### config.mk
export PLATFORM = sky130hd
export DESIGN_NAME = keyed_mix_engine_flat
export DESIGN_NICKNAME = d
export VERILOG_FILES = /design/src/kv_pkg.sv /design/src/kv_if.sv /design/src/keyed_mix_engine.sv /design/src/flat_wrapper.sv
export VERILOG_INCLUDE_DIRS = /design/src
export SDC_FILE = /design/constraint.sdc
export NUM_CORES = 1
export LEC_CHECK = 0
export CORE_MARGIN = 2
export CORE_UTILIZATION = 49
export CTS_CLUSTER_DIAMETER = 100
export DETAILED_ROUTE_END_ITERATION = 7
export DONT_BUFFER_PORTS = 1
export SYNTH_ARGS = -nofsm -noshare
export SYNTH_HDL_FRONTEND = slang
export SYNTH_SLANG_ARGS = --single-unit
### constraint.sdc
create_clock -name clk -period 8.1 [get_ports clk]
set_input_delay 0.81 -clock clk [delete_from_list [all_inputs] [get_ports clk]]
set_output_delay 0.81 -clock clk [all_outputs]
set_load 0.05 [all_outputs]
### src/kv_config.svh
`ifndef KV_CONFIG_SVH
`define KV_CONFIG_SVH

// vault geometry
`define KV_NUM_ENTRIES 8
`define KV_ENTRY_DWORDS 8

// index widths
`define KV_ENTRY_W 3
`define KV_OFFSET_W 3

// data word width
`define KV_DWORD_W 32

`endif
### src/kv_pkg.sv
`include "kv_config.svh"

package kv_pkg;

   // one data word of a vault entry
   typedef logic [`KV_DWORD_W-1:0] kv_dword_t;

   // vault entry index
   typedef logic [`KV_ENTRY_W-1:0] kv_entry_t;

   // dword offset inside an entry
   typedef logic [`KV_OFFSET_W-1:0] kv_offset_t;

   // dword sequencer states
   typedef enum logic [1:0] {
      IDLE,
      RUN,
      LAST,
      DONE
   } kv_fsm_state_e;

   // mixing engine states
   typedef enum logic [1:0] {
      LOAD,
      CALC,
      AVAIL
   } mix_state_e;

endpackage

### src/kv_if.sv
`timescale 1ns/1ps
`include "kv_config.svh"


// client to crypto engine
interface kv_engine_if import kv_pkg::*; ();
   logic       key_write_en;
   kv_offset_t key_write_offset;
   kv_dword_t  key_write_data;
   logic       src_write_en;
   kv_offset_t src_write_offset;
   kv_dword_t  src_write_data;
   logic       key_done;
   logic       src_done;
   logic       dest_keyvault;
   logic       dest_done;
   logic       dest_data_avail;
   kv_dword_t [`KV_ENTRY_DWORDS-1:0] dest_data;

   modport client (output key_write_en, key_write_offset, key_write_data,
                   output src_write_en, src_write_offset, src_write_data,
                   output key_done, src_done, dest_keyvault, dest_done,
                   input dest_data_avail, dest_data);
   modport engine (input key_write_en, key_write_offset, key_write_data,
                   input src_write_en, src_write_offset, src_write_data,
                   input key_done, src_done, dest_keyvault, dest_done,
                   output dest_data_avail, dest_data);
endinterface

### src/keyed_mix_engine.sv
`timescale 1ns/1ps
`include "kv_config.svh"

module keyed_mix_engine import kv_pkg::*; (
   input logic         clk,
   input logic         rst_n,
   kv_engine_if.engine eng
);

   kv_dword_t  key_q [`KV_ENTRY_DWORDS];
   kv_dword_t  src_q [`KV_ENTRY_DWORDS];
   logic       key_seen;
   logic       src_seen;
   logic       start_calc;
   mix_state_e state;
   kv_offset_t idx;
   kv_offset_t rev_idx;

   // (key ^ src) rotated left by i+1
   function automatic kv_dword_t mix_word(kv_dword_t k, kv_dword_t s, kv_offset_t i);
      kv_dword_t   x;
      int unsigned sh;
      x  = k ^ s;
      sh = int'(i) + 1;
      return (x << sh) | (x >> (`KV_DWORD_W - sh));
   endfunction

   // key and source word store
   always_ff @(posedge clk) begin
      if (eng.key_write_en) begin
         key_q[eng.key_write_offset] <= eng.key_write_data;
      end
      if (eng.src_write_en) begin
         src_q[eng.src_write_offset] <= eng.src_write_data;
      end
   end

   assign start_calc = (state == LOAD) && key_seen && src_seen;

   // sticky done flags, a new done on the clearing edge still counts
   always_ff @(posedge clk or negedge rst_n) begin
      if (!rst_n) begin
         key_seen <= 1'b0;
         src_seen <= 1'b0;
      end else begin
         key_seen <= eng.key_done | (key_seen & ~start_calc);
         src_seen <= eng.src_done | (src_seen & ~start_calc);
      end
   end

   always_ff @(posedge clk or negedge rst_n) begin
      if (!rst_n) begin
         state <= LOAD;
         idx   <= '0;
      end else begin
         case (state)
            LOAD: begin
               if (start_calc) begin
                  state <= CALC;
                  idx   <= '0;
               end
            end
            CALC: begin
               if (idx == kv_offset_t'(`KV_ENTRY_DWORDS - 1)) begin
                  state <= AVAIL;
               end else begin
                  idx <= idx + 1'b1;
               end
            end
            AVAIL: begin
               // wait for the writeback unless nothing goes to the vault
               if (!eng.dest_keyvault || eng.dest_done) begin
                  state <= LOAD;
               end
            end
            default: state <= LOAD;
         endcase
      end
   end

   assign rev_idx = kv_offset_t'(`KV_ENTRY_DWORDS - 1) - idx;

   // one result word per CALC cycle, stored reversed
   always_ff @(posedge clk) begin
      if (state == CALC) begin
         eng.dest_data[rev_idx] <= mix_word(key_q[idx], src_q[idx], idx);
      end
   end

   assign eng.dest_data_avail = (state == AVAIL);

endmodule

### src/flat_wrapper.sv
// flat-port wrapper written by rule: the top's interface ports become plain ports
module keyed_mix_engine_flat import kv_pkg::*;
  (clk, rst_n, eng_key_write_en, eng_key_write_offset, eng_key_write_data, eng_src_write_en, eng_src_write_offset, eng_src_write_data, eng_key_done, eng_src_done, eng_dest_keyvault, eng_dest_done, eng_dest_data_avail, eng_dest_data);
  kv_engine_if eng_i ();
  input logic clk;
  input logic rst_n;
  input wire logic [$bits(eng_i.key_write_en)-1:0] eng_key_write_en;
  input wire logic [$bits(eng_i.key_write_offset)-1:0] eng_key_write_offset;
  input wire logic [$bits(eng_i.key_write_data)-1:0] eng_key_write_data;
  input wire logic [$bits(eng_i.src_write_en)-1:0] eng_src_write_en;
  input wire logic [$bits(eng_i.src_write_offset)-1:0] eng_src_write_offset;
  input wire logic [$bits(eng_i.src_write_data)-1:0] eng_src_write_data;
  input wire logic [$bits(eng_i.key_done)-1:0] eng_key_done;
  input wire logic [$bits(eng_i.src_done)-1:0] eng_src_done;
  input wire logic [$bits(eng_i.dest_keyvault)-1:0] eng_dest_keyvault;
  input wire logic [$bits(eng_i.dest_done)-1:0] eng_dest_done;
  output wire logic [$bits(eng_i.dest_data_avail)-1:0] eng_dest_data_avail;
  output wire logic [$bits(eng_i.dest_data)-1:0] eng_dest_data;
  assign eng_i.key_write_en = eng_key_write_en;
  assign eng_i.key_write_offset = eng_key_write_offset;
  assign eng_i.key_write_data = eng_key_write_data;
  assign eng_i.src_write_en = eng_src_write_en;
  assign eng_i.src_write_offset = eng_src_write_offset;
  assign eng_i.src_write_data = eng_src_write_data;
  assign eng_i.key_done = eng_key_done;
  assign eng_i.src_done = eng_src_done;
  assign eng_i.dest_keyvault = eng_dest_keyvault;
  assign eng_i.dest_done = eng_dest_done;
  assign eng_dest_data_avail = eng_i.dest_data_avail;
  assign eng_dest_data = eng_i.dest_data;
  keyed_mix_engine u_core (.clk(clk), .rst_n(rst_n), .eng(eng_i));
endmodule
==> key figures <==
Routing
  • # DRC: 0
  • DRT Pass-1 Iters: 5
  • Wirelength per Cell: 29.3 microns
  • DR iter-0 viols: 1,760
  • Met2 Wirelength: 38.8 mm
  • Vias after detailed routing: 15.9k
  • Top sig layer: met4
  • Vias/cell: 6.00
  • Final WL: 77.8 mm
  • ANT nets after route: 0
  • Routed met1 length: 32.1 mm
  • Met3 wire len: 5.08 mm

STA
  • Worst slew margin: 0.163
  • RSZ-0062 raised after global routing: no
  • Slew at the pin closest to its max-slew limit: 1.25 ns
  • Fin. Hold Viols: 0
  • Post-layout min period: 5.65 ns
  • Fmax: 177 MHz
  • Slew Limit Fails: 0
  • Clock Skew: 0.0230 ns
  • Tcrit/Tclk final: 0.697
  • Setup_tns: 0 ns
  • Setup violations, final: 0

Synth
  • Synth async-reset ratio: 0.00903
  • Mean Syn Cell Area: 18.0 sq um
  • Cell taking the most area after synthesis: edfxtp_1
  • Post-Syn Instances: 1,709
  • Syn Nets: 1,789
  • Unique masters post-synth: 68
  • Synth top area cells: edfxtp_1 75%, mux2i_1 7.0%, mux4_2 3.8%
  • EDFF count, synth: 768
  • Synth top area share: 0.748
  • Synth Flop Type: edfxtp_1
  • Synthesis-stage register bit count: 775
  • Mapped Area: 30,800 sq um
  • Sequential cell area fraction in the yosys report: 0.754
  • Syn. warnings: 0

Global routing
  • Initial antenna violation count: 0
  • Vias in the first global route: 15.7k
  • All-Layer GR Usage: 0.239
  • First-pass GRT wire length: 111 mm
  • Largest net degree at the start of global routing: 110
  • GRT overflow: 0

Finish
  • Ant diodes: 0
  • Area Growth Syn to Fin: 11.6%
  • Share of layout cells above drive strength 1: 0.143
  • Nets@finish: 1,828

Setup path
  • Crit Path Max Fanout: 109
  • Critical Path RT: 8.35 ns
  • CP Class: reg2reg
  • Startpoint types: flip-flop
  • Worst path max stage delay: 0.90 ns
  • Critical path, cell by cell: buf_12 > buf_4 > mux2i_1 > a22oi_1 > nand2_1 > xor2_1 > o22ai_1 > nor3_1 > o2bb2ai_1 > o221ai_1
  • WP data arrival: 5.90 ns
  • Slowest CP cell: o221ai_1
  • CP endpoint kind: flip-flop

Clocking
  • Reg clk slew, reported paths: 0.06 ns
  • Num CTS Buffers: 79
  • Clk buf depth: 3
  • Htree depth: 3
  • Clk Latency, worst-skew pair: 0.62 ns
  • CTS tree: done
  • TritonCTS sink count: 775
  • Clk root buf: clkbuf_16

Run
  • Max-cap violation count: 0

Worst hold path
  • Hold WC Path Type: in2reg

Status
  • Outcome: finished clean

Floorplanning
  • Die width: 255 microns
  • Initial core utilization: 0.498
  • CORE AREA: 61,900 sq um
  • DIE AREA: 65,000 sq um
  • Top-Level Pins: 335
  • Die height: 255 microns
  • Core Rows: 91

Place
  • Port bufs: 0
  • GP Congestion: 0.991
  • Post-DP HPWL: 47.3 mm
placed cells by master (no fill, tap or decap), drive strengths merged, types with 8 or more instances in the layout:
cell type / netlist / layout
edfxtp: 768 / 768
mux2i: 218 / 218
nand2: 107 / 107
clkbuf: 32 / 97
a22oi: 90 / 90
nor2: 62 / 62
mux4: 56 / 56
buf: 56 / 45
xnor2: 38 / 38
clkinv: 0 / 34
o21ai: 32 / 32
a21oi: 28 / 28
o22ai: 24 / 24
xor2: 23 / 23
nor3: 21 / 21
nand2b: 16 / 16
o211ai: 13 / 13
inv: 6 / 13
a211oi: 11 / 11
mux2: 9 / 9
bufinv: 0 / 8
and2: 8 / 8
through the flow:
| stage | area [sq um] | util | cells | setup slack [ns] | hold slack [ns] |
|---|---|---|---|---|---|
| 2_1_floorplan | 30800 | - | 1709 | 3.41 | 0.471 |
| 3_3_place_gp | 31800 | 0.514 | 2503 | 2.42 | 0.492 |
| 3_5_place_dp | 31800 | 0.514 | 2503 | 2.39 | 0.502 |
| 4_1_cts | 34400 | 0.556 | 2652 | 2.36 | 0.247 |
| 5_1_grt | 34400 | 0.556 | 2652 | 2.00 | 0.249 |
| 6_report | 34400 | 0.556 | 2652 | 2.45 | 0.282 |
sequential cells by signal, indices dropped and copies added, names as in the netlist:
signal and cells:
u_core.eng.dest_data 256, u_core.key_q 256, u_core.src_q 256, u_core.idx 3
u_core.state 2, u_core.key_seen 1, u_core.src_seen 1
worst max-delay path, delay by kind of cell (launching register included):
kind | cells | cell delay, ns
AO/OA/AOI/OAI | 4 | 1.43
XOR/XNOR | 1 | 0.73
buffers and inverters | 2 | 1.52
flip-flops | 1 | 0.85
multiplexers | 1 | 0.29
AND/OR/NAND/NOR | 2 | 0.37
per-layer routing:
layer / up-vias / GRT usage
met1: 8269 / 0.314
li1: 6922 / -
met4: 0 / 0.0652
met2: 609 / 0.404
met5: - / 0
met3: 119 / 0.0543
layout make-up:
cell class	count	area (sq um)
Timing Repair Buffer	46	360
Fill cell	4839	27500
Tap cell	837	1050
Multi-Input combinational cell	840	7170
Clock inverter	51	498
Clock buffer	97	2070
Sequential cell	775	23200
Inverter	6	22.5
worst paths after layout:
kind,start,endpoint,slack (ns),cells past startpoint
max,u_core.idx[0]$_DFFE_PN0P_,u_core.eng.dest_data[19]$_DFFE_PP_,2.45,10
min,eng_key_write_data[14],u_core.key_q[1][14]$_DFFE_PP_,0.28,0
max reg2reg,u_core.idx[0]$_DFFE_PN0P_,u_core.eng.dest_data[19]$_DFFE_PP_,2.45,10
min reg2reg,u_core.key_seen$_DFF_PN0_,u_core.key_seen$_DFF_PN0_,0.52,1
min in group asynchronous,rst_n,u_core.idx[2]$_DFFE_PN0P_,0.55,1
max in group asynchronous,rst_n,u_core.idx[0]$_DFFE_PN0P_,7.25,1
kinds of logic after synthesis:
group,share of synthesized area
XOR/XNOR,0.0178
adder cells (fa/ha/maj),0.000811
flip-flops,0.754
AND/OR/NAND/NOR,0.0348
multiplexers,0.116
buffers and inverters,0.0200
AO/OA/AOI/OAI,0.0570
synthesized netlist by cell type, types with 4 or more instances:
cell type  number
buf_1           8
mux4_2         52
edfxtp_1      768
o22ai_1        24
a21o_1          4
buf_2          23
dfrtp_1         7
mux4_1          4
o21a_1          4
buf_6          13
xor2_1         22
buf_12          5
mux2i_1       216
a31oi_1         6
nand2b_1       16
a21oi_1        28
a22oi_1        90
nand3_1         6
o211ai_1       13
nor2_1         61
o21ai_0        30
nor2b_1         5
nand2_1       107
a211oi_1       11
or3_1           7
nor3_1         21
xnor2_1        37
mux2_2          9
a221oi_1        6
buf_8           4
o221ai_1        6
and2_1          8
inv_1           5
clkbuf_1       32
timing repair:
item	4_1_cts	5_1_grt
hold buffers	1	0
gates resized for setup	0	0
hold endpoints to repair	7	0
setup buffers	0	0
Power is left out: the tool's default activity adds up to more than one toggle a clock period on the data nets, which glitch-free logic cannot reach.
