`src/kv_config.svh`:
```
`ifndef KV_CONFIG_SVH
`define KV_CONFIG_SVH

// vault geometry
`define KV_NUM_ENTRIES 8
`define KV_ENTRY_DWORDS 8

// index widths
`define KV_ENTRY_W 3
`define KV_OFFSET_W 3

// data word width
`define KV_DWORD_W 32

`endif
```
`src/kv_pkg.sv`:
```
`include "kv_config.svh"

package kv_pkg;

   // one data word of a vault entry
   typedef logic [`KV_DWORD_W-1:0] kv_dword_t;

   // vault entry index
   typedef logic [`KV_ENTRY_W-1:0] kv_entry_t;

   // dword offset inside an entry
   typedef logic [`KV_OFFSET_W-1:0] kv_offset_t;

   // dword sequencer states
   typedef enum logic [1:0] {
      IDLE,
      RUN,
      LAST,
      DONE
   } kv_fsm_state_e;

   // mixing engine states
   typedef enum logic [1:0] {
      LOAD,
      CALC,
      AVAIL
   } mix_state_e;

endpackage

```
`src/kv_if.sv`:
```
`timescale 1ns/1ps
`include "kv_config.svh"

// client read addressing into the vault, data comes back one cycle later
interface kv_rd_if import kv_pkg::*; ();
   kv_entry_t  key_entry;
   kv_offset_t key_offset;
   kv_entry_t  src_entry;
   kv_offset_t src_offset;
   kv_dword_t  key_data;
   kv_dword_t  src_data;

   modport client (output key_entry, key_offset, src_entry, src_offset,
                   input key_data, src_data);
   modport vault (input key_entry, key_offset, src_entry, src_offset,
                  output key_data, src_data);
endinterface

// result writeback into the vault
interface kv_wr_if import kv_pkg::*; ();
   logic       dest_wr_vld;
   kv_entry_t  dest_entry;
   kv_offset_t dest_offset;
   kv_dword_t  dest_data;

   modport client (output dest_wr_vld, dest_entry, dest_offset, dest_data);
   modport vault (input dest_wr_vld, dest_entry, dest_offset, dest_data);
endinterface

// client to crypto engine
interface kv_engine_if import kv_pkg::*; ();
   logic       key_write_en;
   kv_offset_t key_write_offset;
   kv_dword_t  key_write_data;
   logic       src_write_en;
   kv_offset_t src_write_offset;
   kv_dword_t  src_write_data;
   logic       key_done;
   logic       src_done;
   logic       dest_keyvault;
   logic       dest_done;
   logic       dest_data_avail;
   kv_dword_t [`KV_ENTRY_DWORDS-1:0] dest_data;

   modport client (output key_write_en, key_write_offset, key_write_data,
                   output src_write_en, src_write_offset, src_write_data,
                   output key_done, src_done, dest_keyvault, dest_done,
                   input dest_data_avail, dest_data);
   modport engine (input key_write_en, key_write_offset, key_write_data,
                   input src_write_en, src_write_offset, src_write_data,
                   input key_done, src_done, dest_keyvault, dest_done,
                   output dest_data_avail, dest_data);
endinterface

```
`src/kv_client.sv`:
```
`timescale 1ns/1ps
`include "kv_config.svh"

module kv_client import kv_pkg::*; (
   input  logic      clk,
   input  logic      rst_n,
   input  logic      key_sel_en,
   input  logic      src_sel_en,
   input  logic      dest_sel_en,
   input  kv_entry_t key_sel,
   input  kv_entry_t src_sel,
   input  kv_entry_t dest_sel,
   kv_rd_if.client     rd,
   kv_wr_if.client     wr,
   kv_engine_if.client eng
);

   kv_offset_t key_read_offset;
   kv_offset_t src_read_offset;
   kv_offset_t dest_write_offset;
   logic       dest_write_en;
   logic       dest_start;
   logic       avail_q;

   // key read
   kv_fsm key_read_fsm (
      .clk          (clk),
      .rst_n        (rst_n),
      .start        (key_sel_en),
      .read_offset  (key_read_offset),
      .write_en     (eng.key_write_en),
      .write_offset (eng.key_write_offset),
      .done         (eng.key_done)
   );

   assign rd.key_entry       = key_sel;
   assign rd.key_offset      = key_read_offset;
   assign eng.key_write_data = rd.key_data;

   // source read
   kv_fsm src_read_fsm (
      .clk          (clk),
      .rst_n        (rst_n),
      .start        (src_sel_en),
      .read_offset  (src_read_offset),
      .write_en     (eng.src_write_en),
      .write_offset (eng.src_write_offset),
      .done         (eng.src_done)
   );

   assign rd.src_entry       = src_sel;
   assign rd.src_offset      = src_read_offset;
   assign eng.src_write_data = rd.src_data;

   // kick the writeback once per result
   always_ff @(posedge clk or negedge rst_n) begin
      if (!rst_n) begin
         avail_q <= 1'b0;
      end else begin
         avail_q <= eng.dest_data_avail;
      end
   end

   assign dest_start = eng.dest_data_avail & ~avail_q & dest_sel_en;

   // result already sits in the engine register, no read offset needed
   kv_fsm dest_write_fsm (
      .clk          (clk),
      .rst_n        (rst_n),
      .start        (dest_start),
      .read_offset  (),
      .write_en     (dest_write_en),
      .write_offset (dest_write_offset),
      .done         (eng.dest_done)
   );

   assign eng.dest_keyvault = dest_sel_en;

   // engine stores word i at 7-i, so undo the reversal here
   assign wr.dest_wr_vld = dest_write_en;
   assign wr.dest_entry  = dest_sel;
   assign wr.dest_offset = dest_write_offset;
   assign wr.dest_data   =
      eng.dest_data[kv_offset_t'(`KV_ENTRY_DWORDS - 1) - dest_write_offset];

endmodule

```
`src/kv_fsm.sv`:
```
`timescale 1ns/1ps
`include "kv_config.svh"

module kv_fsm import kv_pkg::*; (
   input  logic       clk,
   input  logic       rst_n,
   input  logic       start,
   output kv_offset_t read_offset,
   output logic       write_en,
   output kv_offset_t write_offset,
   output logic       done
);

   kv_fsm_state_e state;
   kv_offset_t    cnt;
   logic          last_cnt;

   assign last_cnt = (cnt == kv_offset_t'(`KV_ENTRY_DWORDS - 1));

   // start is only honoured from IDLE
   always_ff @(posedge clk or negedge rst_n) begin
      if (!rst_n) begin
         state <= IDLE;
         cnt   <= '0;
      end else begin
         case (state)
            IDLE: begin
               if (start) begin
                  state <= RUN;
                  cnt   <= '0;
               end
            end
            RUN: begin
               if (last_cnt) begin
                  state <= LAST;
               end else begin
                  cnt <= cnt + 1'b1;
               end
            end
            // last write in flight
            LAST: state <= DONE;
            DONE: state <= IDLE;
            default: state <= IDLE;
         endcase
      end
   end

   assign read_offset = cnt;

   // write trails the read by the vault read latency
   always_ff @(posedge clk or negedge rst_n) begin
      if (!rst_n) begin
         write_en     <= 1'b0;
         write_offset <= '0;
      end else begin
         write_en     <= (state == RUN);
         write_offset <= cnt;
      end
   end

   // one cycle, straight from the state register
   assign done = (state == DONE);

endmodule

```
`src/flat_wrapper.sv`:
```
// flat-port wrapper written by rule: the top's interface ports become plain ports
module kv_client_flat import kv_pkg::*;
  (clk, rst_n, key_sel_en, src_sel_en, dest_sel_en, key_sel, src_sel, dest_sel, rd_key_entry, rd_key_offset, rd_src_entry, rd_src_offset, rd_key_data, rd_src_data, wr_dest_wr_vld, wr_dest_entry, wr_dest_offset, wr_dest_data, eng_key_write_en, eng_key_write_offset, eng_key_write_data, eng_src_write_en, eng_src_write_offset, eng_src_write_data, eng_key_done, eng_src_done, eng_dest_keyvault, eng_dest_done, eng_dest_data_avail, eng_dest_data);
  kv_rd_if rd_i ();
  kv_wr_if wr_i ();
  kv_engine_if eng_i ();
  input  logic clk;
  input  logic rst_n;
  input  logic key_sel_en;
  input  logic src_sel_en;
  input  logic dest_sel_en;
  input  kv_entry_t key_sel;
  input  kv_entry_t src_sel;
  input  kv_entry_t dest_sel;
  output wire logic [$bits(rd_i.key_entry)-1:0] rd_key_entry;
  output wire logic [$bits(rd_i.key_offset)-1:0] rd_key_offset;
  output wire logic [$bits(rd_i.src_entry)-1:0] rd_src_entry;
  output wire logic [$bits(rd_i.src_offset)-1:0] rd_src_offset;
  input wire logic [$bits(rd_i.key_data)-1:0] rd_key_data;
  input wire logic [$bits(rd_i.src_data)-1:0] rd_src_data;
  output wire logic [$bits(wr_i.dest_wr_vld)-1:0] wr_dest_wr_vld;
  output wire logic [$bits(wr_i.dest_entry)-1:0] wr_dest_entry;
  output wire logic [$bits(wr_i.dest_offset)-1:0] wr_dest_offset;
  output wire logic [$bits(wr_i.dest_data)-1:0] wr_dest_data;
  output wire logic [$bits(eng_i.key_write_en)-1:0] eng_key_write_en;
  output wire logic [$bits(eng_i.key_write_offset)-1:0] eng_key_write_offset;
  output wire logic [$bits(eng_i.key_write_data)-1:0] eng_key_write_data;
  output wire logic [$bits(eng_i.src_write_en)-1:0] eng_src_write_en;
  output wire logic [$bits(eng_i.src_write_offset)-1:0] eng_src_write_offset;
  output wire logic [$bits(eng_i.src_write_data)-1:0] eng_src_write_data;
  output wire logic [$bits(eng_i.key_done)-1:0] eng_key_done;
  output wire logic [$bits(eng_i.src_done)-1:0] eng_src_done;
  output wire logic [$bits(eng_i.dest_keyvault)-1:0] eng_dest_keyvault;
  output wire logic [$bits(eng_i.dest_done)-1:0] eng_dest_done;
  input wire logic [$bits(eng_i.dest_data_avail)-1:0] eng_dest_data_avail;
  input wire logic [$bits(eng_i.dest_data)-1:0] eng_dest_data;
  assign rd_key_entry = rd_i.key_entry;
  assign rd_key_offset = rd_i.key_offset;
  assign rd_src_entry = rd_i.src_entry;
  assign rd_src_offset = rd_i.src_offset;
  assign rd_i.key_data = rd_key_data;
  assign rd_i.src_data = rd_src_data;
  assign wr_dest_wr_vld = wr_i.dest_wr_vld;
  assign wr_dest_entry = wr_i.dest_entry;
  assign wr_dest_offset = wr_i.dest_offset;
  assign wr_dest_data = wr_i.dest_data;
  assign eng_key_write_en = eng_i.key_write_en;
  assign eng_key_write_offset = eng_i.key_write_offset;
  assign eng_key_write_data = eng_i.key_write_data;
  assign eng_src_write_en = eng_i.src_write_en;
  assign eng_src_write_offset = eng_i.src_write_offset;
  assign eng_src_write_data = eng_i.src_write_data;
  assign eng_key_done = eng_i.key_done;
  assign eng_src_done = eng_i.src_done;
  assign eng_dest_keyvault = eng_i.dest_keyvault;
  assign eng_dest_done = eng_i.dest_done;
  assign eng_i.dest_data_avail = eng_dest_data_avail;
  assign eng_i.dest_data = eng_dest_data;
  kv_client u_core (.clk(clk), .rst_n(rst_n), .key_sel_en(key_sel_en), .src_sel_en(src_sel_en), .dest_sel_en(dest_sel_en), .key_sel(key_sel), .src_sel(src_sel), .dest_sel(dest_sel), .rd(rd_i), .wr(wr_i), .eng(eng_i));
endmodule
```
`config.mk`:
```
export PLATFORM = sky130hd
export DESIGN_NAME = kv_client_flat
export DESIGN_NICKNAME = d
export VERILOG_FILES = /design/src/kv_pkg.sv /design/src/kv_if.sv /design/src/kv_client.sv /design/src/kv_fsm.sv /design/src/flat_wrapper.sv
export VERILOG_INCLUDE_DIRS = /design/src
export SDC_FILE = /design/constraint.sdc
export NUM_CORES = 1
export LEC_CHECK = 0
export ABC_AREA = 1
export BUFFER_PORTS_ARGS = -buffer_cell sky130_fd_sc_hd__buf_2
export CORE_AREA = 2 2 180 182
export CTS_CLUSTER_DIAMETER = 100
export DETAILED_ROUTE_END_ITERATION = 10
export DIE_AREA = 0 0 182 184
export GPL_ROUTABILITY_DRIVEN = 0
export SKIP_LAST_GASP = 1
export SYNTH_ARGS = -nofsm -noshare
export SYNTH_HDL_FRONTEND = slang
export SYNTH_HIERARCHICAL = 1
export SYNTH_SLANG_ARGS = --single-unit
```
`constraint.sdc`:
```
create_clock -name clk -period 1.6 [get_ports clk]
set_clock_uncertainty 0.2 [all_clocks]
set_input_delay 0.16 -clock clk [delete_from_list [all_inputs] [get_ports clk]]
set_output_delay 0.16 -clock clk [all_outputs]
set_load 0.01 [all_outputs]
```
==> metrics <==
setup slack after layout=-0.442 ns; Pwr Total=8.98 mW; Synth-to-Final Area Change=41.2%; sequential share of the synthesized area=0.129; Min Clock Period, post-route=2.04 ns; Worst-Margin Slew=0.299 ns; First-pass DRT Iterations=5; final period utilization=1.28; area occupied by multi-input gates=just under 3000 um2; clock insertion delay at the later pin of the skew report=0.26 ns; final net count=about 1.7k; Num CTS Buffers=3; Register Area=708 um2; Critical Path AT=1.68 ns; endpoint of the lowest-slack register-to-register path=u_core/src_read_fsm/read_offset[2]; CTS tree=yes; Synth Instances=1,078; NetSw=roughly 4.5 mW; # fillers=3,608; die height=184 um; wire length per cell=12.8 um; Core Area=31,400 um2; gr ovfl total=0; max_slew headroom=0.801; CP Launch Type=flop; CP Class=reg2out; IO Port Bufs=315; Reg2Reg Depth=7; power per cell area=1170 nW/um2; layout cells sized above 1=0.313; crit end category=output pin; Required @ worst endpoint=1.24 ns; Peak supply drop=~950 uV; Sw Ratio=0.504; Synth area leader=nand2_1; Yosys top cell area share=0.323; CTS clk-pin slew, worst paths=0.07 ns; final core utilization=0.244; initial antenna violation count=2; Synth area leaders=nand2_1, inv_1, dfrtp_1; failing checks=setup timing; Max Clk Rate=490 MHz; Leak=5.29 nW; dpl cells=around 1.7k; synthesized area=about 5400 um2; HP Class=in2async; R2R Setup Slk=0.09 ns; Total Wirelength=22,100 um; first-pass GRT wire length=32,000 um; Clock Tree Root=clkbuf_16; Unique masters post-synth=15; Max clock buf depth=2; Synth Net Count=1,434; final count of hold timing violations=0; Mean Syn Cell Area=around 5 um2; clock share of power=0.082; met2 WL post-DR=roughly 11,000 um; initial core utilization=0.173; Crit. Startpoint=u_core/dest_write_fsm/write_offset[0]; gr usage total=0.119; Horiz. Die Dim=182 um; vias in the first global route=6,463; IO Count=about 460; DRC violations left=0; Iter 0 DRT Violations=approximately 240; Layout Cells excl Fill=1,726; Flop pwr share=0.128; max cap viols=0; num rows=65; largest net degree at the start of global routing=42; Highest Signal Layer=met5; RSZ-0062 raised after global routing=yes; # setup viols final=33; ANT nets after route=0; status=finished with violations; Critical R2R Launch=u_core/src_read_fsm/read_offset[0]; synth warn=6; critical path peak fanout=13; P_int=4.45 mW; Comb pwr share=0.789; die area=33,500 um2; Metal-1 WL=8900 um; hpwl dp=between 15,000 and 20,000 um; CTS Sinks=28; Vias per Instance=around 4; routed via count=6,828; FF+latch count, synth=28; Worst Setup EP=wr_dest_data[21]; H-tree depth=1; wire length on met3=2050 um; Slew Limit Fails=0
## layer usage
layer  GRT usage  vias to the layer above
li1            -                     3483
met1       0.141                     2980
met2       0.219                      333
met3      0.0291                       30
met4      0.0255                        2
met5           0                        -
## through the flow
step / setup slack (ns) / setup TNS (ns) / hold WS [ns] / instance area [um2]
2_1_floorplan: 0.118 / 0 / -0.336 / 5440
3_3_place_gp: -0.211 / -4.04 / -0.163 / 7100
3_5_place_dp: -0.216 / -4.36 / -0.165 / 7100
4_1_cts: -0.440 / -12.78 / 0.0786 / 7410
5_1_grt: -0.526 / -15.29 / 0.100 / 7670
6_report: -0.442 / -12.41 / 0.0820 / 7670
## state kept, by name, indices dropped and copies added (netlist names), 2 cells and up
register,cells
u_core/src_read_fsm/write_offset,3
u_core/key_read_fsm/state,2
u_core/dest_write_fsm/state,2
u_core/key_read_fsm/read_offset,3
u_core/dest_write_fsm/write_offset,3
u_core/key_read_fsm/write_offset,3
u_core/src_read_fsm/read_offset,3
u_core/src_read_fsm/state,2
u_core/dest_write_fsm/read_offset,3
## placed cells by master (no fill, tap or decap), types with 6 or more instances in the layout
cell type,synthesis,routed
nand2_2,3,25
clkbuf_16,0,6
nor2_1,7,7
buf_6,11,12
nand2_1,468,442
nand3_2,3,10
buf_4,79,21
inv_1,281,281
nand3_1,140,132
buf_12,0,15
dfrtp_1,28,24
ha_1,21,18
buf_2,20,306
## critical path: stages, from the launching register on
cell and delay (ns):
dfrtp_4 0.55, buf_12 0.18, clkbuf_16 0.17, nand2_1 0.07, nand3_1 0.10, nand2_2 0.11, nand2_1 0.06, nand2_1 0.07
buf_2 0.12
## cell usage after synthesis
library cell and number:
inv_2 2, o21ai_1 3, buf_2 20, buf_6 11, ha_1 21, dfrtp_1 28, nor2_1 7, nand2_1 468
nand3_1 140, nand2_2 3, buf_1 5, clkbuf_1 7, inv_1 281, nand3_2 3, buf_4 79
## power groups by stage
stage               Sequential [mW]  Clock (mW)  Combinational [mW]
floorplan                      1.16           0                4.06
global placement               1.14           0                6.32
detailed placement             1.14           0                6.39
CTS                            1.15       0.757                6.71
global route                   1.19       0.788                7.91
finish                         1.15       0.741                7.09
## timing repair
action	4_1_cts	5_1_grt
hold buffers	2	0
endpoints found under the setup margin	33	42
resized for setup	28	43
setup buffers	3	3
endpoints found under the hold margin	29	0
cloned	2	3
pin swaps	3	18
## final cells by class
cell class | instances | share of cell area
Multi-Input combinational cell | 645 | 0.384
Inverter | 283 | 0.140
Tap cell | 402 | 0.0655
Sequential cell | 28 | 0.0923
Antenna cell | 1 | 0.000326
Timing Repair Buffer | 363 | 0.304
Clock inverter | 1 | 0.00391
Clock buffer | 3 | 0.00978
## logic make-up after synthesis
logic type	synth area share
flops	0.129
fa+ha+maj	0.0483
compound gates	0.00276
buf+inv	0.354
simple gates	0.466
## worst min-delay path by stage
stage	from	endpoint	slack, ns	cells after the start
floorplan	rst_n	u_core/avail_q	-0.34	0
global placement	rst_n	u_core/key_read_fsm/write_offset[0]	-0.16	1
detailed placement	rst_n	u_core/key_read_fsm/read_offset[1]	-0.17	1
CTS	rst_n	u_core/key_read_fsm/state[0]	0.08	2
global route	rst_n	u_core/key_read_fsm/write_offset[1]	0.10	2
finish	rst_n	u_core/key_read_fsm/write_offset[1]	0.08	2
No activity file was read; power rests on OpenSTA's default activity.
